`src/hdl/rtc_divider.sv`:
```
/*
 * RTC clock divider
 *   - half period derived from the SoC and RTC frequencies
 *   - wrap counter and toggle flop, output low in reset
 */
`timescale 1ns/1ps

module rtc_divider #(
  parameter int unsigned SocFreqHz = 50_000_000,
  parameter int unsigned RtcFreqHz = 1_000_000
) (
  input  logic soc_clk,
  input  logic rst_n,
  output logic rtc_o
);

  // 50 MHz / 1 MHz gives 25 cycles per half period
  localparam int unsigned RtcHalfPeriod = SocFreqHz / (2 * RtcFreqHz);
  localparam int unsigned CntWidth = (RtcHalfPeriod > 1) ? $clog2(RtcHalfPeriod) : 1;

  typedef logic [CntWidth-1:0] rtc_cnt_t;

  localparam rtc_cnt_t CntMax = rtc_cnt_t'(RtcHalfPeriod - 1);

  rtc_cnt_t cnt_q;
  logic     wrap;
  logic     rtc_q;

  assign wrap = (cnt_q == CntMax);

  always_ff @(posedge soc_clk, negedge rst_n) begin
    if (!rst_n) begin
      cnt_q <= '0;
      rtc_q <= 1'b0;
    end else begin
      cnt_q <= wrap ? '0 : cnt_q + 1'b1;
      // Toggle once per half period
      rtc_q <= rtc_q ^ wrap;
    end
  end

  assign rtc_o = rtc_q;

  //////////////////////////////
  // Checks
  //////////////////////////////

  a_cnt_range: assert property (
    @(posedge soc_clk) disable iff (!rst_n)
    cnt_q <= CntMax
  );

endmodule

```
`config.mk`:
```
export PLATFORM = sky130hd
export DESIGN_NAME = rtc_divider
export DESIGN_NICKNAME = d
export VERILOG_FILES = /design/src/hdl/rtc_divider.sv
export SDC_FILE = /design/constraint.sdc
export NUM_CORES = 1
export LEC_CHECK = 0
export BUFFER_PORTS_ARGS = -buffer_cell sky130_fd_sc_hd__buf_2
export CORE_AREA = 2 2 39 41
export CTS_BUF_LIST = sky130_fd_sc_hd__clkbuf_8
export CTS_CLUSTER_SIZE = 10
export DETAILED_ROUTE_END_ITERATION = 16
export DIE_AREA = 0 0 41 43
export GPL_TIMING_DRIVEN = 0
export PLACE_DENSITY = 0.33
export SLEW_MARGIN = 20
export SYNTH_ARGS = -nofsm -noshare
export SYNTH_HDL_FRONTEND = slang
export SYNTH_SLANG_ARGS = --single-unit
```
`constraint.sdc`:
```
create_clock -name soc_clk -period 2.2 [get_ports soc_clk]
set_clock_uncertainty 0.15 [all_clocks]
set_input_delay 0.11 -clock soc_clk [delete_from_list [all_inputs] [get_ports soc_clk]]
set_output_delay 0.11 -clock soc_clk [all_outputs]
set_load 0.03 [all_outputs]
```
==> results.txt, run 1 <==
run status: finished, final reports clean
DRC: 0
grt met3 use: 3.14%
critical path data arrival time: 1.24 ns
Cell Area, Placed: 319 um2
Int Power: 0.230 mW
Comb pwr share: 1.5%
Worst Hold Class: in2async
R2R cell count: 5
fillers: 151
iteration count of the initial detailed-routing pass: 2
endpoints failing setup: 0
DR vias/cell: 3.90
I/O pin count: 3
Core Region: 1380 um2
crit path capture type: register
Worst EP required: 2.18 ns
layout cells sized above 1: 24.2%
Flop pwr share: 40.7%
routing usage on met2: 10.9%
Synth top area share: 51.9%
fmax: 795 MHz
Diodes inserted: 0
Max transition margin: 87.9%
multiplexer share of the synthesized area: 6.93%
First DRT Iteration DRCs: 1
clock power share: 57.8%
Bufs on Longest Clock Path: 2
syn_nets: 31
Clock Sinks: 6
met1 GRT Util: 7.26%
Synth area leaders: dfrtp_1, ha_1, nand2_1
largest net degree at the start of global routing: 7
cell count after synthesis: 27
grt ovf: 0
IO Port Bufs: 2
total global-route track usage: 6.98%
routed wire length: 409 um
ANT nets after route: 0
Clock Latency Late Sink: 0.21 ns
number of global-route vias before repair: 207
Vias: 191
post_cts resized: 0
Die Footprint: 1760 um2
Synth Area in Compound Gates: 4.33%
clock buffer count from CTS: 3
startpoint types: register
standard-cell rows: 14
Synth Warn #: 0
Pwr per Cell Area: 737 nW/um2
sequential area share after synthesis: 51.9%
Synth area leader: dfrtp_1
final worst slack: 0.943 ns
Most Crowded Layer GR: met2
xor-xnor portion of the synthesized cell area: 6.06%
Synth Register Bits: 6
Syn Area/Cell: 10.7 um2
Layout area overhead: 28.1%
Switching Fraction: 15.8%
clock root cell: clkbuf_8
clk slew on worst S/H paths: 0.04 ns
Post-Layout Cell Count: 49
GP Congestion: 0.699
Die H: 43 um
Syn Std Cell Area: 289 um2
Leakage Power: 0.170 nW
Slew Limit Fails: 0
Die Width: 41 um
setup_tns: 0 ns
H-Tree Depth: 1
Yosys cell types: 13
Synth Area in Simple Gates: 17.7%
WL per Instance: 8.35 um
RSZ-0062 raised after global routing: false
CP Max Fanout: 4
TritonCTS clock tree: done
most frequent cells in the layout: nand2_1, dfrtp_1, clkbuf_8
Peak VDD IR: 0.000364 V
global-route wire length before repair: 814 um
slew at the pin with the worst max-slew slack: 0.181 ns
adder-cell area share of the yosys netlist: 8.66%
Net Sw Power: 0.0431 mW
dpl ws: 0.935 ns
Final Hold Violating Endpoints: 0
fin crit period: 1.26 ns
max_cap viols: 0
Non-Filler Cell Area, Final: 370 um2
period utilization: 57.2%
placed cell count: 45
Final #Nets: 39
CP Class: reg2reg
Initial Util: 20.9%
main combinational cell family by area after synthesis: simple AND/OR/NAND/NOR gates
initial antenna violation count: 0
## worst max-delay path: stages (launching register included)
cell	delay [ns]
dfrtp_1	0.40
inv_1	0.07
ha_1	0.19
nand3_2	0.10
nor2_2	0.13
xor2_1	0.15
## logic make-up (layout without fill, tap and decap cells)
group / count (synthesis) / after routing
AOI/OAI and AO/OA: 2 / 2
xor gates and xnor gates: 2 / 2
adders and majority gates: 2 / 2
buffers and inverters: 3 / 9
DFF: 6 / 6
muxes: 2 / 2
and+or+nand+nor: 10 / 10
## flip-flops by register name, indices dropped and copies added (netlist names)
signal and count:
rtc_o 1, cnt_q 5
## synth_stat cells
master    instances
inv_1             2
nor2_2            1
nand2_1           6
ha_1              2
nand4b_1          1
o21ai_0           1
xor2_1            2
o211ai_1          1
clkbuf_2          1
nor2_1            1
dfrtp_1           6
mux2i_1           2
nand3_2           1
## layer usage
metal,vias up,part of all wire [%]
met4,0,2.4
met1,89,45
met2,1,50
li1,99,-
met3,2,1.5
met5,-,0
## layout make-up
| class | instances | area, um2 | share of cell area [%] |
|---|---|---|---|
| timing repair buffer | 3 | 20.0 | 5.41 |
| tap | 16 | 20.0 | 5.41 |
| buffer | 1 | 5.00 | 1.35 |
| multi-input combinational | 18 | 126 | 34.1 |
| inverter | 2 | 7.51 | 2.03 |
| clock buffer | 3 | 41.3 | 11.1 |
| sequential | 6 | 150 | 40.5 |
## worst paths after layout
kind | startpoint | endpoint | slack (ns)
min | rst_n | cnt_q[1] | 0.1
max reg2reg | cnt_q[0] | rtc_o | 0.94
max in group asynchronous | rst_n | cnt_q[2] | 1.66
min reg2reg | rtc_o | rtc_o | 0.31
min in group soc_clk | rtc_o | rtc_o | 0.31
max | cnt_q[0] | rtc_o | 0.94
## what timing repair did
action / CTS / global route
setup buffers: 0 / 0
hold buffers: 1 / 0
endpoints found under the hold margin: 6 / 0
## power groups by stage
| stage | registers (mW) | logic [mW] | clock network, mW |
|---|---|---|---|
| floorplan | 0.112 | 0.0000000687 | 0 |
| global placement | 0.112 | 0.00298 | 0 |
| detailed placement | 0.112 | 0.00296 | 0 |
| CTS | 0.111 | 0.00432 | 0.161 |
| global route | 0.111 | 0.00488 | 0.171 |
| finish | 0.111 | 0.00407 | 0.158 |
## metrics by stage
stage	hold WS (ns)	util (%)	power, mW
after global routing	0.126	26.8	0.287
after floorplan	-0.336	-	0.112
final	0.0981	26.8	0.273
after global placement	-0.206	23.1	0.115
after CTS	0.107	26.8	0.276
after detailed placement	-0.207	23.1	0.115
No activity file was read; power rests on OpenSTA's default activity.
==> run 2: changes to the inputs <==
- clock period: 2.2 -> 1.3 ns (I/O delays scaled with it)
==> run 2 against run 1 <==
Sequential power rose by 69%. Combinational power rose by 70%. Critical path depth did not move.
==> results.txt, run 2 (same netlist as run 1, synthesis figures left out) <==
Peak VDD IR: 0.000616 V (was 0.000364 V)
WP depth: 5 (unchanged)
Die Width: 41 um (unchanged)
total global-route track usage: 6.98% (unchanged)
Worst EP required: 1.28 ns (was 2.18 ns)
clock buffer count from CTS: 3 (unchanged)
Setup Fix Bufs, Post-CTS: 0 (unchanged)
initial antenna violation count: 0 (unchanged)
Non-Filler Cell Area, Final: 378 um2 (was 370 um2)
reg2reg end: rtc_o (unchanged)
routed wire length: 411 um (was 409 um)
crit path capture type: register (unchanged)
crit path cell chain: inv_1, ha_2, nand3_2, nor2_4, xor2_1 (was inv_1, ha_1, nand3_2, nor2_2, xor2_1)
total power: 0.462 mW (was 0.273 mW)
Final #Nets: 39 (unchanged)
FF+latch area: 150 um2 (unchanged)
H-Tree Depth: 1 (unchanged)
fin crit period: 1.24 ns (was 1.26 ns)
Diodes inserted: 0 (unchanged)
Core Region: 1380 um2 (unchanged)
max FFs per register: 5 (unchanged)
max_cap viols: 0 (unchanged)
Largest stage delay, worst path: 0.40 ns (about the same)
global-route wire length before repair: 814 um (unchanged)
grt ovf: 0 (unchanged)
largest reg by FF count: cnt_q (unchanged)
startpoint types: register (unchanged)
RSZ-0062 raised after global routing: true (was false)
ANT nets after route: 0 (unchanged)
Layout area overhead: 30.7% (was 28.1%)
Initial Util: 20.9% (unchanged)
worst reg2reg path startpoint: cnt_q[0] (unchanged)
DRC: 0 (unchanged)
number of global-route vias before repair: 207 (unchanged)
Final Hold Violating Endpoints: 0 (unchanged)
Clock Latency Late Sink: 0.21 ns (about the same)
Slew Limit Fails: 0 (unchanged)
Die H: 43 um (unchanged)
critical path data arrival time: 1.23 ns (was 1.24 ns)
fmax: 806 MHz (was 795 MHz)
CP Class: reg2reg (unchanged)
Cell Area, Placed: 319 um2 (unchanged)
clock root cell: clkbuf_8 (unchanged)
endpoints failing setup: 0 (unchanged)
setup_tns: 0 ns (unchanged)
Max transition margin: 87.8% (was 87.9%)
DR vias/cell: 3.96 (was 3.90)
WL per Instance: 8.39 um (was 8.35 um)
Crit path buffers/inverters: 1 (unchanged)
most frequent cells in the layout: nand2_1, dfrtp_1, clkbuf_8 (unchanged)
layout cells sized above 1: 27.3% (was 24.2%)
fillers: 150 (was 151)
period utilization: 95.4% (was 57.2%)
Clock Sinks: 6 (unchanged)
Pwr per Cell Area: 1220 nW/um2 (was 737 nW/um2)
slew at the pin with the worst max-slew slack: 0.182 ns (was 0.181 ns)
largest net degree at the start of global routing: 7 (unchanged)
CP max stage cell: dfrtp_1 (unchanged)
Vias: 194 (was 191)
I/O pin count: 3 (unchanged)
TritonCTS clock tree: done (unchanged)
flop2flop setup slack: 0.06 ns (was 0.94 ns)
area of the multi-input gates: 134 um2 (was 126 um2)
CP Max Fanout: 4 (unchanged)
Bufs on Longest Clock Path: 2 (unchanged)
Die Footprint: 1760 um2 (unchanged)
cell family with most CP delay: flip-flops (unchanged)
GP Congestion: 0.699 (unchanged)
First DRT Iteration DRCs: 1 (unchanged)
run status: finished, final reports clean (unchanged)
Worst Hold Class: in2async (unchanged)
Leakage Power: 0.172 nW (was 0.170 nW)
R2R cell count: 5 (unchanged)
standard-cell rows: 14 (unchanged)
clk slew on worst S/H paths: 0.04 ns (about the same)
IO Port Bufs: 2 (unchanged)
iteration count of the initial detailed-routing pass: 2 (unchanged)
## run 2: worst register-to-register path, cell delays in order (launching register included)
cell     delay (ns)
dfrtp_1        0.40
inv_1          0.07
ha_2           0.19
nand3_2        0.11
nor2_4         0.11
xor2_1         0.14
## run 2: how the worst max path moves through the flow
| stage | slack (ns) | endpoint | start |
|---|---|---|---|
| 3_5_place_dp | 0.04 | rtc_o | cnt_q[0] |
| 6_report | 0.06 | rtc_o | cnt_q[0] |
| 3_3_place_gp | 0.03 | rtc_o | cnt_q[0] |
| 2_1_floorplan | 0.12 | rtc_o | cnt_q[0] |
| 4_1_cts | 0.02 | rtc_o | cnt_q[0] |
| 5_1_grt | -0.04 | rtc_o | cnt_q[0] |
## run 2: where the power goes
part / internal (mW) / total (mW) / switching [mW]
combinational: 0.00305 / 0.00690 / 0.00385
sequential: 0.188 / 0.188 / 0
clock: 0.198 / 0.267 / 0.0691
total: 0.389 / 0.462 / 0.0729
## run 2: what timing repair did
action / in CTS / in global routing
hold endpoints to repair: 6 / 0
hold buffers: 1 / 0
gates resized for setup: 0 / 2
setup endpoints to repair: 0 / 2
## run 2: area by class of cell
cell class | count | area share (%)
plain buffers | 1 | 1.32
clock buffers | 3 | 10.9
inverters | 2 | 1.99
multi-input cells | 18 | 35.4
flip-flops and latches | 6 | 39.7
well taps | 16 | 5.30
repair buffers | 3 | 5.30
## run 2: metal layers
layer | track usage [%] | routed length [um]
met1 | 7.26 | 185
met2 | 10.9 | 209
met3 | 3.14 | 6
met5 | 0 | 0
met4 | 4.00 | 10
## run 2: metrics by stage
stage	worst slack (ns)	hold WS, ns	util, %	instances
after floorplan	0.118	-0.381	-	27
after global placement	0.0295	-0.251	23.1	45
after detailed placement	0.0350	-0.252	23.1	45
after CTS	0.0188	0.0618	26.8	49
after global routing	-0.0434	0.0815	27.3	49
final	0.0594	0.0532	27.3	49
