[src/hdl/board_pkg.sv]
/*
 * Shared board glue definitions
 *   - width typedefs for bus words, byte selects, boot mode and fan level
 *   - Wishbone classic request and response structs
 *   - external register region bounds and control/status register layout
 */
package board_pkg;

  typedef logic [31:0] soc_addr_t;
  typedef logic [31:0] soc_data_t;
  typedef logic [3:0]  byte_sel_t;
  typedef logic [1:0]  boot_mode_t;
  typedef logic [3:0]  fan_level_t;

  //////////////////////////////
  // Wishbone classic
  //////////////////////////////

  typedef struct packed {
    logic      cyc;
    logic      stb;
    logic      we;
    soc_addr_t adr;
    soc_data_t dat;
    byte_sel_t sel;
  } wb_req_t;

  typedef struct packed {
    logic      ack;
    logic      err;
    soc_data_t dat;
  } wb_rsp_t;

  //////////////////////////////
  // Register map
  //////////////////////////////

  // End bound is exclusive
  localparam soc_addr_t ExtRegionStart = 32'h4000_0000;
  localparam soc_addr_t ExtRegionEnd   = 32'h4010_0000;

  localparam soc_addr_t CtrlOffset   = 32'h0000_0000;
  localparam soc_addr_t StatusOffset = 32'h0000_0004;

  // Control register, bits 3:0 of the word
  typedef struct packed {
    logic       ovr_sel;
    boot_mode_t ovr_mode;
    logic       soft_rst;
  } ctrl_reg_t;

  // Status register, bits 3:0 of the word, read only
  typedef struct packed {
    logic       soft_rst_active;
    logic       test_mode;
    boot_mode_t boot_mode;
  } status_reg_t;

endpackage
[src/hdl/fan_ctrl.sv]
/*
 * Fan PWM controller
 *   - two-flop synchronizer on the switch level
 *   - level latched at each frame start
 *   - 16 slots per frame, high while slot index is below the level
 */
`timescale 1ns/1ps

module fan_ctrl import board_pkg::*; #(
  parameter int unsigned FanSlotCycles = 4
) (
  input  logic       soc_clk,
  input  logic       rst_n,
  input  fan_level_t fan_sw_i,
  output logic       fan_pwm_o
);

  localparam int unsigned SlotCntWidth = (FanSlotCycles > 1) ? $clog2(FanSlotCycles) : 1;

  typedef logic [SlotCntWidth-1:0] slot_cnt_t;

  localparam slot_cnt_t  SlotCntMax = slot_cnt_t'(FanSlotCycles - 1);
  localparam fan_level_t LastSlot   = '1;

  fan_level_t sw_meta_q;
  fan_level_t sw_sync_q;
  fan_level_t level_q;
  fan_level_t slot_idx_q;
  slot_cnt_t  slot_cnt_q;
  logic       slot_end;
  logic       frame_end;

  // Switches are asynchronous to soc_clk
  always_ff @(posedge soc_clk, negedge rst_n) begin
    if (!rst_n) begin
      sw_meta_q <= '0;
      sw_sync_q <= '0;
    end else begin
      sw_meta_q <= fan_sw_i;
      sw_sync_q <= sw_meta_q;
    end
  end

  assign slot_end  = (slot_cnt_q == SlotCntMax);
  assign frame_end = slot_end && (slot_idx_q == LastSlot);

  always_ff @(posedge soc_clk, negedge rst_n) begin
    if (!rst_n) begin
      slot_cnt_q <= '0;
      slot_idx_q <= '0;
      level_q    <= '0;
    end else begin
      slot_cnt_q <= slot_end ? '0 : slot_cnt_q + 1'b1;
      // Slot index wraps from 15 to 0 on its own
      if (slot_end) begin
        slot_idx_q <= slot_idx_q + 1'b1;
      end
      // New level only at frame boundary, so a frame never gets a partial duty
      if (frame_end) begin
        level_q <= sw_sync_q;
      end
    end
  end

  assign fan_pwm_o = (slot_idx_q < level_q);

endmodule

[config.mk]
export PLATFORM = sky130hd
export DESIGN_NAME = fan_ctrl
export DESIGN_NICKNAME = d
export VERILOG_FILES = /design/src/hdl/board_pkg.sv /design/src/hdl/fan_ctrl.sv
export SDC_FILE = /design/constraint.sdc
export NUM_CORES = 1
export LEC_CHECK = 0
export ABC_AREA = 1
export BUFFER_PORTS_ARGS = -buffer_cell sky130_fd_sc_hd__buf_4
export CORE_MARGIN = 1.5
export CORE_UTILIZATION = 53
export CTS_CLUSTER_DIAMETER = 80
export DETAILED_ROUTE_END_ITERATION = 8
export PLACE_DENSITY = 0.73
export SYNTH_ARGS = -nofsm -noshare
export SYNTH_HDL_FRONTEND = slang
export SYNTH_SLANG_ARGS = --single-unit
[constraint.sdc]
create_clock -name soc_clk -period 1.5 [get_ports soc_clk]
set_input_delay 0.3 -clock soc_clk [delete_from_list [all_inputs] [get_ports soc_clk]]
set_output_delay 0.3 -clock soc_clk [all_outputs]
set_load 0.1 [all_outputs]
==> summary.md, run 1 <==
| Metric | Value |
|---|---|
| Max Cap Viol | `0` |
| Yosys cell types | `12` |
| H-tree levels | `1` |
| TritonRoute pass-1 iters | `2` |
| Post-layout util | `0.7596` |
| Clock sink total | `18` |
| DRC | `0` |
| Clk Tree Root Cell | `clkbuf_4` |
| Initial antenna violation count | `0` |
| Area grow syn2layout | `27.65%` |
| Crit path cell chain | `inv_1 > ha_4 > a21o_1 > a21oi_4 > buf_12` |
| Fillers | `82` |
| Die area | `1541 um^2` |
| Slowest CP cell | `dfrtp_1` |
| Syn Inst Count | `58` |
| Status | `finished, violations left` |
| Avg Inst Size Synth | `12.02 um^2` |
| Core area | `1171 um^2` |
| Worst hold path class | `in2reg` |
| Drt total wl | `947 um` |
| Fin area | `889.6 um^2` |
| Critical Path AT | `1.50 ns` |
| Site Rows | `12` |
| TritonCTS buffer count | `3` |
| Worst hold slack | `0.1197 ns` |
| Die width | `39.26 um` |
| FF+latch count, synth | `18` |
| Final setup margin | `-0.2987 ns` |
| Final setup viols | `1` |
| Pre-CTS WS | `-0.05715 ns` |
| Initial Util | `0.5951` |
| WL/cell | `10.64 um` |
| Final hold vios | `0` |
| Power Density | `900.0 nW/um^2` |
| Worst EP required | `1.20 ns` |
| Startpoint Class | `flip-flop` |
| Pin count of the biggest net entering global routing | `19` |
| CTS max path bufs | `2` |
| Actual slew at the worst max-slew pin | `0.3362 ns` |
| Leak | `0.4277 nW` |
| Post-DP Area | `800.8 um^2` |
| Chip height | `39.26 um` |
| Share of cells above drive strength 1 | `0.2933` |
| Fin. max-slew vios | `0` |
| Vias in the first global route | `409` |
| Nets | `87` |
| Final ANT Viol Nets | `0` |
| Grt ovf | `0` |
| Fmax | `556.0 MHz` |
| First-pass GRT wire length | `1559 um` |
| RSZ-0062 raised after global routing | `yes` |
| CP max FO | `2` |
| Number of I/O port buffers | `6` |
| Post-Layout Cell Count | `89` |
| Post-layout min period | `1.799 ns` |
| Layout Skew | `0.002628 ns` |
| Placed cells | `82` |
| Element type at the critical path end | `primary output` |
| HPWL after DPL | `702.7 um` |
| Vias | `420` |
| Routability congestion estimate | `0.6653` |
| Yosys warning count | `0` |
| Worst skew pair latency | `0.28 ns` |
| Post-Syn Area | `696.9 um^2` |
| Number of inserted diodes | `0` |
| I/O Pins | `7` |
| Worst-path clk slew | `0.09 ns` |
| CTS tree | `done` |
| 1st-iter DRT viols | `4` |
| Normalized max-slew margin | `0.7758` |
| Post-synthesis sequential area ratio | `0.6463` |
| Critical path type | `reg2out` |
| Syn Nets | `69` |
| Via-per-instance ratio | `4.719` |
| Failing checks | `setup timing` |
| Tcrit/Tclk final | `1.199` |
| Largest stage delay on the critical path | `0.39 ns` |
| VDD IR max | `0.0008359 V` |
| Overall Global Routing Usage | `0.1644` |
## cell usage after synthesis (all sizes together)
master	count	area share
a21o	1	0.011
a21oi	1	0.0072
dfrtp	18	0.65
ha	5	0.090
inv	11	0.059
mux2	1	0.016
nand2	11	0.063
nand4	1	0.031
nor2	2	0.011
o21ai	4	0.029
xor2	3	0.038
## routing by layer
layer / GRT usage / up-vias / share of wire
met4: 0.07759 / 0 / 0
met2: 0.2875 / 5 / 0.50
met5: 0 / - / 0
li1: - / 213 / -
met3: 0.05114 / 0 / 0.023
met1: 0.1790 / 202 / 0.48
## logic make-up (layout without fill, tap and decap cells)
group,count (synthesis),in the layout,synth area share
and+or+nand+nor,14,14,0.1041
adders and majority gates,5,5,0.08977
AOI/OAI and AO/OA,6,6,0.04668
DFF,18,18,0.6463
xor gates and xnor gates,3,3,0.03771
muxes,1,1,0.01616
buffers and inverters,11,28,0.05925
## state kept, by name (all words and copies together), names as in the netlist
signal,flops
level_q,4
slot_cnt_q,2
slot_idx_q,4
sw_meta_q,4
sw_sync_q,4
## final cells by class
cell class                      instances  area [um^2]  share of cell area
Tap cell                               14        17.52             0.01969
Sequential cell                        18        450.4              0.5063
Inverter                               11        41.29             0.04641
Multi-Input combinational cell         29        231.5              0.2602
Clock buffer                            4        36.28             0.04079
Timing Repair Buffer                   13        112.6              0.1266
## power by group
group	switching, W	total (W)	internal (W)
clock network	0.000133	0.000281	0.000148
registers	0.00000252	0.000498	0.000496
logic	0.0000113	0.0000219	0.0000106
## placed cells by master, fill, tap and decap left out, drive strengths merged
cell	netlist	routed
a21o	1	1
a21oi	1	1
buf	0	12
clkbuf	0	4
dfrtp	18	18
dlygate4sd3	0	1
ha	5	5
inv	11	11
mux2	1	1
nand2	11	11
nand4	1	1
nor2	2	2
o21ai	4	4
xor2	3	3
## timing repair
item,CTS,global route
buffers inserted,0,2
endpoints found under the hold margin,18,0
setup endpoints to repair,1,1
hold buffers,1,0
resized for setup,3,2
pin swaps,0,4
## final timing paths
kind,startpoint,endpoint,slack [ns],cells after the start
worst min-delay path,fan_sw_i[0],sw_meta_q[0],0.12,1
min in group asynchronous,rst_n,slot_idx_q[1],0.42,2
max in group asynchronous,rst_n,level_q[3],0.90,2
worst min register to register,sw_meta_q[1],sw_sync_q[1],0.36,0
worst max register to register,slot_cnt_q[0],slot_idx_q[1],0.30,2
worst max-delay path,level_q[3],fan_pwm_o,-0.30,5
## critical path, delay by kind of cell (launching register included)
family | cells | cell delay [ns]
flops | 1 | 0.39
fa+ha+maj | 1 | 0.21
buf+inv | 2 | 0.29
compound gates | 2 | 0.34
## per-stage QoR
| step | power [W] | TNS, ns |
|---|---|---|
| finish | 0.0008007 | -0.2987 |
| global route | 0.0008350 | -0.3631 |
| CTS | 0.0008135 | -0.3067 |
| detailed placement | 0.0005286 | -0.05715 |
| global placement | 0.0005276 | -0.03022 |
| floorplan | 0.0005091 | -0.2422 |
No activity file was read; power rests on OpenSTA's default activity.
==> run 2: changes to the inputs <==
--- a/config.mk
+++ b/config.mk
@@ -7,11 +7,11 @@
 export LEC_CHECK = 0
 export ABC_AREA = 1
 export BUFFER_PORTS_ARGS = -buffer_cell sky130_fd_sc_hd__buf_4
-export CORE_MARGIN = 1.5
 export CORE_UTILIZATION = 53
 export CTS_CLUSTER_DIAMETER = 80
 export DETAILED_ROUTE_END_ITERATION = 8
 export PLACE_DENSITY = 0.73
+export SETUP_SLACK_MARGIN = 0.1
 export SYNTH_ARGS = -nofsm -noshare
 export SYNTH_HDL_FRONTEND = slang
 export SYNTH_SLANG_ARGS = --single-unit
==> summary.md, run 2 (synthesis gave the netlist of run 1 again) <==
| Metric | Value |
|---|---|
| Site Rows | `12 (unchanged)` |
| TritonRoute pass-1 iters | `4 (+2)` |
| Reg2reg setup slack | `0.29 ns (about the same)` |
| DRC | `0 (unchanged)` |
| Total power draw | `0.0007444 W (-7.0%)` |
| Routability congestion estimate | `0.6348 (-4.6%)` |
| H-tree levels | `1 (unchanged)` |
| Share of cells above drive strength 1 | `0.2568 (-0.03658)` |
| Failing checks | `setup timing` |
| Critical path type | `reg2out` |
| Fin. max-slew vios | `0 (unchanged)` |
| TritonCTS buffer count | `3 (unchanged)` |
| Highest-count cells in the layout ignoring fill and taps | `dfrtp_1 (18), inv_1 (11), buf_4 (11)` |
| Status | `finished, violations left` |
| Final setup margin | `-0.2924 ns (+0.006315 ns)` |
| Worst reg-to-reg path cell count | `4 (+2)` |
| Area grow syn2layout | `23.52%` |
| CP max FO | `2 (unchanged)` |
| Worst Hold End | `sw_meta_q[0]` |
| Startpoint Class | `flip-flop` |
| Clock sink total | `18 (unchanged)` |
| Number of inserted diodes | `0 (unchanged)` |
| Actual slew at the worst max-slew pin | `0.3175 ns (-0.01875 ns)` |
| Worst skew pair latency | `0.28 ns (about the same)` |
| Worst-path clk slew | `0.09 ns (about the same)` |
| Pre-CTS WS | `-0.06552 ns (-0.008362 ns)` |
| Chip height | `38.26 um (-2.5%)` |
| Final hold vios | `0 (unchanged)` |
| Worst R2R Start | `slot_cnt_q[0]` |
| Leak | `0.4174 nW (-2.4%)` |
| Fmax | `557.9 MHz (+0.35%)` |
| CTS tree | `done` |
| I/O Pins | `7 (unchanged)` |
| RSZ-0062 raised after global routing | `yes` |
| Fin area | `860.8 um^2 (-3.2%)` |
| VDD IR max | `0.0007150 V (-14%)` |
| Vias | `433 (+3.1%)` |
| Critical Path AT | `1.49 ns (about the same)` |
| Worst Hold Path Cells | `1 (unchanged)` |
| Commonest non-fill, non-tap cell in the layout | `dfrtp_1` |
| Post-DP Area | `800.8 um^2 (unchanged)` |
| Worst EP required | `1.20 ns (about the same)` |
| Core area | `1171 um^2 (unchanged)` |
| Number of I/O port buffers | `6 (unchanged)` |
| Hold_sp | `fan_sw_i[0]` |
| Pin count of the biggest net entering global routing | `19 (unchanged)` |
| Fillers | `93 (+13%)` |
| HPWL after DPL | `732.3 um (+4.2%)` |
| WL/cell | `11.56 um (+8.6%)` |
| Grt ovf | `0 (unchanged)` |
| Post-layout min period | `1.792 ns (-0.006315 ns)` |
| Slowest CP cell | `dfrtp_1` |
| Largest stage delay on the critical path | `0.35 ns (-0.04 ns)` |
| Clk Tree Root Cell | `clkbuf_4` |
| Die area | `1464 um^2 (-5.0%)` |
| Initial antenna violation count | `0 (unchanged)` |
| Final setup viols | `1 (unchanged)` |
| First-pass GRT wire length | `1745 um (+12%)` |
| Element type at the critical path end | `primary output` |
| Overall Global Routing Usage | `0.2010 (+0.03662)` |
| Final ANT Viol Nets | `0 (unchanged)` |
| Die width | `38.26 um (-2.5%)` |
| Worst hold path class | `in2reg` |
| Via-per-instance ratio | `4.920 (+4.3%)` |
| Max Cap Viol | `0 (unchanged)` |
| Crit path cell chain | `inv_1 > ha_1 > a21o_1 > a21oi_4 > buf_12` |
| CP delay by family, top | `flip-flops` |
| Nets | `87 (unchanged)` |
| Layout Skew | `0.005388 ns (+0.002760 ns)` |
| CTS max path bufs | `2 (unchanged)` |
| Initial Util | `0.5951 (unchanged)` |
| Worst path buffer plus inverter count | `2 (unchanged)` |
| Power Density | `864.7 nW/um^2 (-3.9%)` |
| Tcrit/Tclk final | `1.195 (-0.004210)` |
| Drt total wl | `1017 um (+7.4%)` |
| Vias in the first global route | `431 (+5.4%)` |
| 1st-iter DRT viols | `2 (-2)` |
| Reg-to-reg endpoint | `level_q[2]` |
| Normalized max-slew margin | `0.7883 (+0.01250)` |
-- run 2: cell types whose count changed in the layout (fill, tap and decap cells not counted), sizes merged --
cell | before | now
clkbuf | 4 | 3
-- run 2: how the worst max path moves through the flow --
stage | start | to | slack, ns | depth (start not counted)
after floorplan | slot_idx_q[3] | fan_pwm_o | -0.24 | 3
after global routing | level_q[2] | fan_pwm_o | -0.36 | 6
after detailed placement | slot_idx_q[3] | fan_pwm_o | -0.07 | 4
after CTS | slot_idx_q[3] | fan_pwm_o | -0.31 | 4
after global placement | slot_idx_q[3] | fan_pwm_o | -0.03 | 4
final | level_q[3] | fan_pwm_o | -0.29 | 5
-- run 2: layout make-up --
type,count,area [um^2],share of cell area
flip-flops and latches,18,450.4,0.5233
multi-input cells,29,216.5,0.2515
repair buffers,13,112.6,0.1308
inverters,11,41.29,0.04797
clock buffers,3,22.52,0.02616
well taps,14,17.52,0.02035
-- run 2: per-stage QoR --
stage	setup TNS (ns)	hold WS, ns	std cells	utilization
detailed placement	-0.06552	0.1742	82	0.6838
global route	-0.3598	0.09005	88	0.7350
finish	-0.2924	0.1141	88	0.7350
CTS	-0.3091	0.1042	87	0.7286
global placement	-0.02944	0.1752	82	0.6838
floorplan	-0.2422	0.004409	58	-
-- run 2: where the power goes --
part	switching (W)	leakage (nW)	internal, W
Clock	0.000130	0.0138	0.0000933
Combinational	0.0000114	0.185	0.0000106
Sequential	0.00000301	0.218	0.000496
Total	0.000145	0.417	0.000599
-- run 2: per-layer routing --
layer | vias to the layer above | share of wire | track usage
met2 | 9 | 0.55 | 0.3347
met4 | 0 | 0.022 | 0.1607
met3 | 3 | 0.035 | 0.05233
met5 | - | 0 | 0
met1 | 210 | 0.39 | 0.2114
li1 | 211 | - | -
-- run 2: timing repair --
item                                    in CTS  in global routing
resized for setup                            3                  0
setup buffers                                1                  1
hold endpoints to repair                    18                  0
hold buffers                                 1                  0
endpoints found under the setup margin       1                  1
pin swaps                                    0                  1
