==> config.mk <==
export PLATFORM = sky130hd
export DESIGN_NAME = ctrl_regs
export DESIGN_NICKNAME = d
export VERILOG_FILES = /design/src/hdl/board_pkg.sv /design/src/hdl/ctrl_regs.sv
export SDC_FILE = /design/constraint.sdc
export NUM_CORES = 1
export LEC_CHECK = 0
export ABC_AREA = 1
export BUFFER_PORTS_ARGS = -buffer_cell sky130_fd_sc_hd__buf_2
export CORE_UTILIZATION = 34
export DETAILED_ROUTE_END_ITERATION = 12
export GPL_TIMING_DRIVEN = 1
export PLACE_DENSITY = 0.85
export SYNTH_ARGS = -nofsm -noshare
export SYNTH_HDL_FRONTEND = slang
export SYNTH_SLANG_ARGS = --single-unit
export TNS_END_PERCENT = 10
==> constraint.sdc <==
create_clock -name soc_clk -period 1.9 [get_ports soc_clk]
set_clock_uncertainty 0.05 [all_clocks]
set_input_delay 0.095 -clock soc_clk [delete_from_list [all_inputs] [get_ports soc_clk]]
set_output_delay 0.095 -clock soc_clk [all_outputs]
set_load 0.02 [all_outputs]
==> src/hdl/board_pkg.sv <==
/*
 * Shared board glue definitions
 *   - width typedefs for bus words, byte selects, boot mode and fan level
 *   - Wishbone classic request and response structs
 *   - external register region bounds and control/status register layout
 */
package board_pkg;

  typedef logic [31:0] soc_addr_t;
  typedef logic [31:0] soc_data_t;
  typedef logic [3:0]  byte_sel_t;
  typedef logic [1:0]  boot_mode_t;
  typedef logic [3:0]  fan_level_t;

  //////////////////////////////
  // Wishbone classic
  //////////////////////////////

  typedef struct packed {
    logic      cyc;
    logic      stb;
    logic      we;
    soc_addr_t adr;
    soc_data_t dat;
    byte_sel_t sel;
  } wb_req_t;

  typedef struct packed {
    logic      ack;
    logic      err;
    soc_data_t dat;
  } wb_rsp_t;

  //////////////////////////////
  // Register map
  //////////////////////////////

  // End bound is exclusive
  localparam soc_addr_t ExtRegionStart = 32'h4000_0000;
  localparam soc_addr_t ExtRegionEnd   = 32'h4010_0000;

  localparam soc_addr_t CtrlOffset   = 32'h0000_0000;
  localparam soc_addr_t StatusOffset = 32'h0000_0004;

  // Control register, bits 3:0 of the word
  typedef struct packed {
    logic       ovr_sel;
    boot_mode_t ovr_mode;
    logic       soft_rst;
  } ctrl_reg_t;

  // Status register, bits 3:0 of the word, read only
  typedef struct packed {
    logic       soft_rst_active;
    logic       test_mode;
    boot_mode_t boot_mode;
  } status_reg_t;

endpackage
==> src/hdl/ctrl_regs.sv <==
/*
 * Control and status registers on the external register region
 *   - Wishbone classic slave, one-cycle ack or err reply
 *   - control: soft reset, boot-mode override and override select
 *   - status: effective boot mode, test mode, soft reset active
 */
`timescale 1ns/1ps

module ctrl_regs import board_pkg::*; (
  input  logic       soc_clk,
  input  logic       rst_n,
  input  logic       test_mode_i,
  input  boot_mode_t boot_mode_i,
  input  wb_req_t    wb_req_i,
  output wb_rsp_t    wb_rsp_o,
  output logic       soft_rst_o,
  output boot_mode_t boot_mode_o
);

  soc_addr_t   offset;
  logic        in_region;
  logic        aligned;
  logic        hit_ctrl;
  logic        hit_status;
  logic        req_valid;
  logic        strobe;
  logic        ctrl_write;
  ctrl_reg_t   ctrl_q;
  status_reg_t status;
  soc_data_t   rdata;
  wb_rsp_t     rsp_q;

  //////////////////////////////
  // Address decode
  //////////////////////////////

  assign in_region = (wb_req_i.adr >= ExtRegionStart) && (wb_req_i.adr < ExtRegionEnd);
  assign offset    = wb_req_i.adr - ExtRegionStart;
  assign aligned   = (wb_req_i.adr[1:0] == 2'b00);

  assign hit_ctrl   = in_region && (offset == CtrlOffset);
  assign hit_status = in_region && (offset == StatusOffset);
  assign req_valid  = aligned && (hit_ctrl || hit_status);

  // Strobe is ignored while the reply to the previous request is out
  assign strobe = wb_req_i.cyc && wb_req_i.stb && !rsp_q.ack && !rsp_q.err;

  // Only byte lane 0 holds writable bits
  assign ctrl_write = strobe && req_valid && wb_req_i.we && hit_ctrl && wb_req_i.sel[0];

  //////////////////////////////
  // Registers
  //////////////////////////////

  always_ff @(posedge soc_clk, negedge rst_n) begin
    if (!rst_n) begin
      ctrl_q <= '0;
    end else if (ctrl_write) begin
      ctrl_q <= wb_req_i.dat[$bits(ctrl_reg_t)-1:0];
    end
  end

  // Override wins when selected
  assign boot_mode_o = ctrl_q.ovr_sel ? ctrl_q.ovr_mode : boot_mode_i;
  assign soft_rst_o  = ctrl_q.soft_rst;

  assign status = '{
    soft_rst_active: ctrl_q.soft_rst,
    test_mode:       test_mode_i,
    boot_mode:       boot_mode_o
  };

  // Read mux, unused bits are zero
  always_comb begin
    rdata = '0;
    if (hit_ctrl) begin
      rdata[$bits(ctrl_reg_t)-1:0] = ctrl_q;
    end else if (hit_status) begin
      rdata[$bits(status_reg_t)-1:0] = status;
    end
  end

  //////////////////////////////
  // Reply
  //////////////////////////////

  always_ff @(posedge soc_clk, negedge rst_n) begin
    if (!rst_n) begin
      rsp_q <= '0;
    end else begin
      rsp_q.ack <= strobe && req_valid;
      rsp_q.err <= strobe && !req_valid;
      // Data only on a read ack, zero for writes and errors
      rsp_q.dat <= (strobe && req_valid && !wb_req_i.we) ? rdata : '0;
    end
  end

  assign wb_rsp_o = rsp_q;

  //////////////////////////////
  // Checks
  //////////////////////////////

  a_ack_err_excl: assert property (
    @(posedge soc_clk) disable iff (!rst_n)
    !(wb_rsp_o.ack && wb_rsp_o.err)
  );

endmodule

==> results of run 1 <==
-- state kept, by name (all words and copies together), names as in the netlist --
| register | count |
|---|---|
| ctrl_q | 3 |
| soft_rst_o | 1 |
| wb_rsp_o | 6 |
-- logic make-up after synthesis --
group,count (synthesis),share of synthesized area (%)
simple gates,71,37.1
buf+inv,44,30.3
flops,10,28.1
compound gates,5,4.07
other cells,1,0.421
-- metal layers --
| layer | wire length, µm | GRT usage (%) | vias to the layer above |
|---|---|---|---|
| li1 | - | - | 452 |
| met1 | 581 | 11.1 | 385 |
| met2 | 968 | 27.6 | 53 |
| met3 | 176 | 2.30 | 0 |
| met4 | 0 | 7.46 | 0 |
| met5 | 0 | 0 | - |
-- worst max path at each step --
stage / start / end / slack (ns) / cells past startpoint
3_5_place_dp: wb_req_i[62] / ctrl_q[2] / 0.51 / 11
5_1_grt: wb_rsp_o[33] / ctrl_q[2] / 0.50 / 5
6_report: wb_rsp_o[33] / ctrl_q[2] / 0.57 / 5
3_3_place_gp: wb_req_i[63] / ctrl_q[3] / 0.52 / 11
4_1_cts: wb_rsp_o[33] / ctrl_q[2] / 0.56 / 5
2_1_floorplan: wb_rsp_o[33] / soft_rst_o / 0.55 / 6
-- worst reg2reg max path, delay by kind of cell, from the launching register on --
kind          cells  cell delay, ns
flops             1            0.38
simple gates      5            0.79
-- timing repair --
item                      CTS  global route
hold endpoints to repair   10             0
hold buffers                1             0
gates resized for setup     0             0
-- layout by cell type, fill, tap and decap left out --
cell type,netlist,layout
inv_1,14,14
nand2_2,3,3
nand3_1,1,1
nand4_1,5,5
nand3_2,1,1
a21oi_4,1,1
buf_2,0,53
conb_1,1,28
a21oi_1,4,4
dlygate4sd3_1,0,1
clkbuf_4,0,3
and3_1,1,1
nand2_1,35,35
nor2_1,21,21
clkbuf_8,0,1
nand3b_4,1,1
nor2_2,1,1
dfrtp_1,10,10
inv_2,1,1
nor2_4,2,2
-- area by class of cell --
type,instances,area [µm²],share of cell area [%]
inverters,15,56.3,4.99
clock buffers,4,36.3,3.22
well taps,30,37.5,3.33
flip-flops and latches,10,250,22.2
multi-input cells,104,472,41.8
repair buffers,54,275,24.4
-- where the power goes --
group          internal (µW)  switching, µW
logic                   45.4           87.2
registers                214          0.551
clock network            116           73.7
-- per-stage QoR --
step	worst slack (ns)	instances	cell area, µm²
CTS	0.563	217	1130
floorplan	0.550	158	992
global route	0.497	217	1130
finish	0.573	217	1130
detailed placement	0.505	212	1080
global placement	0.521	212	1080
==> flow_summary.toml, run 1 <==
[floorplan]
die_h_um = 53.2
core_um2 = 2480
die_x_um = 53.2
die_area_um2 = 2830
start_util_pct = 36.0
row_count = 18
ioPinCount = 113

[global_route]
grt_max_degree = 11
grt_pass1_vias = 779
grt_pass1_wl_um = 2750
grt_use_total_pct = 13.2
antenna_found_initial = 0
overflow = 0

[clocking]
path_clk_slew_ns = 0.07
cts_tree = "yes"
cts_root_buf = "clkbuf_4"
clk_latency_ns = 0.26
htree_levels = 1
cts_setup_buffers = 0
clockBufferDepth = 2
cts_buffers = 3
cts.sinks = 10

[setup_path]
worstSetupPathType = "flop to flop"
r2r_start = "wb_rsp_o[33]"
reg2reg_depth = 5
path_buf_inv = 0
crit_slowest_cell = "dfrtp_1"
crit_fanout = 7
start_kind = "flop"
rrSetupSlack_ns = 0.57
cpPeakStageDelay_ns = 0.38
end_kind = "flop"
cp_common_cell = "nand2_1"
reg2reg_to = "ctrl_q[2]"
cp_top_family = "simple AND/OR/NAND/NOR gates"
arrival_ns = 1.43
worst_ep_required_time_ns = 2.00
crit_chain = "nor2_1 -> and3_1 -> nand3_2 -> nand2_1 -> nand2_1"

[sta]
hold_viol_final = 0
finalSetupViolCount = 0
fmax_mhz = 754
rsz0062_at_grt = "no"
drv_slew = 0
fin_tns_setup_ns = 0
holdWs_ns = 0.0165
fin_crit_ns = 1.33
final.period_utilization_pct = 69.8

[yosys]
synthCells = 131
synth_edf_count = 0
synth.distinct_cells = 18
ys_seq_area_share_pct = 28.1
synth-seq-cells = 10
synth_area_um2 = 891
ys_top_cells_by_area = "dfrtp_1 (28%), buf_4 (24%), nand2_1 (15%)"
yosys_warnings = 0
synth_top_area_share_pct = 28.1
ys_top_cells_by_count = "nand2_1 (35), buf_4 (28), nor2_1 (21)"
syn-mean-instance-area_um2 = 6.80
synth_area_leader_cell = "dfrtp_1"
synthFlopType = "dfrtp_1"
ys_async_sr_fraction_pct = 100
synth_most_common_cell = "nand2_1"

[run_status]
status = "finished clean"

[min_path]
hp-class = "input port to flop"
whs_endpoint = "wb_rsp_o[2]"
hold_start = "test_mode_i"
hold-path-cell-count = 3

[detailed_routing]
initialDrtViolationCount = 16
avgViaCountPerCell = 4.10
num_vias = 890
final_antenna_net_count = 0
routedWlPerCell_um = 7.95
drc = 0
wirelength_um = 1730
drtPass1Iterations = 5

[finish]
finalNetCount = 264
syn_to_final_growth_pct = 26.5
fillers = 265
finish.utilization_pct = 45.5
num_antenna_cells = 0
drive_gt1_share_pct = 35.8

[power_and_ir_drop]
power_density_nw_per_um2 = 476
ir_worst_vdd_mv = 0.274
totalPowerFinal_uw = 537
cellLeakagePower_uw = 0.000710

[placement]
dp_hpwl_um = 1500
portBuffers = 53
gp_congestion = 0.788

[flow_run]
max_cap_violations = 0
No activity file was read; power rests on OpenSTA's default activity.
==> inputs of run 2 (changes only) <==
--- a/config.mk
+++ b/config.mk
@@ -5,12 +5,12 @@
 export SDC_FILE = /design/constraint.sdc
 export NUM_CORES = 1
 export LEC_CHECK = 0
-export ABC_AREA = 1
+export ABC_AREA = 0
 export BUFFER_PORTS_ARGS = -buffer_cell sky130_fd_sc_hd__buf_2
-export CORE_UTILIZATION = 34
+export CORE_UTILIZATION = 28
 export DETAILED_ROUTE_END_ITERATION = 12
 export GPL_TIMING_DRIVEN = 1
-export PLACE_DENSITY = 0.85
+export PLACE_DENSITY = 0.79
 export SYNTH_ARGS = -nofsm -noshare
 export SYNTH_HDL_FRONTEND = slang
 export SYNTH_SLANG_ARGS = --single-unit
==> constraint.sdc (replaced) <==
create_clock -name soc_clk -period 1.3 [get_ports soc_clk]
set_clock_uncertainty 0.05 [all_clocks]
set_input_delay 0.065 -clock soc_clk [delete_from_list [all_inputs] [get_ports soc_clk]]
set_output_delay 0.065 -clock soc_clk [all_outputs]
set_load 0.02 [all_outputs]
==> run 2 against run 1 <==
The run now ends with setup timing left. Cell count down 24%. Synthesized cell count is 45% lower. Cell area fell by 6.8%. Clock power increased by 43%. Critical endpoint is now ctrl_q[1]. Largest cell class unchanged. Largest power group unchanged. Highest routed layer is now met4.
==> flow_summary.toml, run 2 <==
[run_status]
status = "complete, but fails checks"
violations = "setup timing"

[floorplan]
die_x_um = 53.0
start_util_pct = 29.6
ioPinCount = 113
die_h_um = 53.0
die_area_um2 = 2800
core_um2 = 2450
row_count = 18

[setup_path]
setup.worst_path.end = "ctrl_q[1]"
cp_top_family = "simple AND/OR/NAND/NOR gates"
worstSetupPathType = "flop to flop"
reg2reg_depth = 4
cpPeakStageDelay_ns = 0.40
path_buf_inv = 0
reg2reg_to = "ctrl_q[1]"
rrSetupSlack_ns = -0.16
start_kind = "flop"
worst_ep_required_time_ns = 1.40
arrival_ns = 1.56
r2r_start = "wb_rsp_o[33]"
crit_fanout = 4
startpoint = "wb_rsp_o[33]"
cp.depth = 4
crit_slowest_cell = "dfrtp_2"
crit_chain = "nor2_2 -> nand3_2 -> nor4_4 -> mux2_2"
end_kind = "flop"

[finish]
final_cells = 166
num_antenna_cells = 0
drive_gt1_share_pct = 53.7
syn_to_final_growth_pct = 44.6
layout_commonest_cell = "buf_2"
finalNetCount = 213
largest_reg_flops = 6
mostFrequentLayoutCells = "buf_2 (53), conb_1 (28), dfrtp_1 (8), nor4_1 (7), dlygate4sd3_1 (5)"
design_area_um2 = 1050

[min_path]
hp-class = "input port to flop"

[sta]
fin_tns_setup_ns = -0.830
finalSetupViolCount = 8
hold_viol_final = 0
final.setup.worst_slack_ns = -0.163
final.period_utilization_pct = 113
fmax_mhz = 683
rsz0062_at_grt = "yes"
fin_crit_ns = 1.46
drv_slew = 0

[placement]
placedCellCount = 157
gp_congestion = 0.677
portBuffers = 53
dpl-instance-area_um2 = 957
dp_hpwl_um = 1310

[yosys]
yosys_warnings = 0
synth_area_um2 = 727
ys_top_cells_by_count = "buf_4 (28), dfrtp_1 (10), nor4_1 (7)"
ys_async_sr_fraction_pct = 100
synth_mux_area_share_pct = 14.8
synth_adder_area_share_pct = 0
syn-mean-instance-area_um2 = 10.1
synth_top_area_share_pct = 34.4
yosys.area_share.simple_pct = 20.8
synth_area_leader_cell = "dfrtp_1"
synth_top_family_by_area = "buffers and inverters"
ys_seq_area_share_pct = 34.4
synthXorXnorAreaFrac_pct = 0
synthCells = 72
synth.distinct_cells = 15
synth_edf_count = 0
synthFlopType = "dfrtp_1"
synth_compound_area_share_pct = 0
synth-seq-cells = 10
ys_top_cells_by_area = "dfrtp_1 (34%), buf_4 (29%), mux2_2 (9.3%)"
synth_most_common_cell = "buf_4"

[clocking]
cts.sinks = 10
cts_tree = "yes"
cts_setup_buffers = 0
cts_root_buf = "clkbuf_4"
clockBufferDepth = 2
path_clk_slew_ns = 0.07
clk_latency_ns = 0.26
cts_buffers = 3
htree_levels = 1

[flow_run]
max_cap_violations = 0

[global_route]
overflow = 0
grt_max_degree = 11
grt_use_total_pct = 11.0
antenna_found_initial = 0
grt_pass1_wl_um = 2220
grt_pass1_vias = 580

[detailed_routing]
routedWlPerCell_um = 9.11
num_vias = 682
final_antenna_net_count = 0
avgViaCountPerCell = 4.11
wirelength_um = 1510
drc = 0
drtPass1Iterations = 2
initialDrtViolationCount = 3

[power_and_ir_drop]
totalPowerFinal_uw = 781
cellLeakagePower_uw = 0.000596
power_density_nw_per_um2 = 743
ir_worst_vdd_mv = 0.383
[run 2: cell types whose count changed after synthesis, moves of 6 or more]
cell | before | now
nand2_1 | 35 | 0
nor2_1 | 21 | 3
inv_1 | 14 | 0
nor4_1 | 0 | 7
mux2_2 | 0 | 6
[run 2: through the flow]
stage          utilization, %  setup slack, ns  hold WS (ns)
6_report                 42.8           -0.163        0.0301
5_1_grt                  42.8           -0.245        0.0390
4_1_cts                  42.8           -0.178        0.0276
3_5_place_dp             39.0           -0.338        -0.119
3_3_place_gp             39.0           -0.329        -0.119
2_1_floorplan               -           -0.150        -0.281
[run 2: timing repair]
item | CTS | global route
endpoints found under the hold margin | 14 | 0
gates resized for setup | 2 | 0
endpoints found under the setup margin | 10 | 10
hold buffers | 5 | 0
[run 2: worst min path at each step]
stage | depth (start not counted) | startpoint | to
finish | 3 | test_mode_i | wb_rsp_o[2]
floorplan | 0 | rst_n | ctrl_q[1]
detailed placement | 1 | rst_n | wb_rsp_o[1]
global route | 3 | test_mode_i | wb_rsp_o[2]
global placement | 1 | rst_n | wb_rsp_o[2]
CTS | 3 | test_mode_i | wb_rsp_o[2]
[run 2: cell families after synthesis]
| family | Yosys count |
|---|---|
| multiplexers | 10 |
| buffers and inverters | 29 |
| flip-flops | 10 |
| other | 1 |
| AND/OR/NAND/NOR | 22 |
[run 2: final cells by class]
type | instances | area [µm²]
Timing Repair Buffer | 62 | 345
Clock buffer | 4 | 36.3
Multi-Input combinational cell | 60 | 379
Sequential cell | 10 | 253
Tap cell | 30 | 37.5
Fill cell | 240 | 1400
[run 2: per-layer routing]
metal  up-vias  wire length, µm  GRT usage, %
li1        325                -             -
met2        52              799          21.7
met5         -                0             0
met3         2              190          3.16
met1       303              517          10.2
met4         0                6          4.39
[run 2: worst reg2reg max path, stage by stage (launching register included)]
cell	delay, ns
dfrtp_2	0.40
nor2_2	0.11
nand3_2	0.14
nor4_4	0.27
mux2_2	0.38
[run 2: power breakdown]
part	leakage, µW	switching (µW)	total (µW)	internal, µW
clock network	0.0000210	103	272	170
logic	0.000439	119	195	75.4
registers	0.000136	1.23	314	313
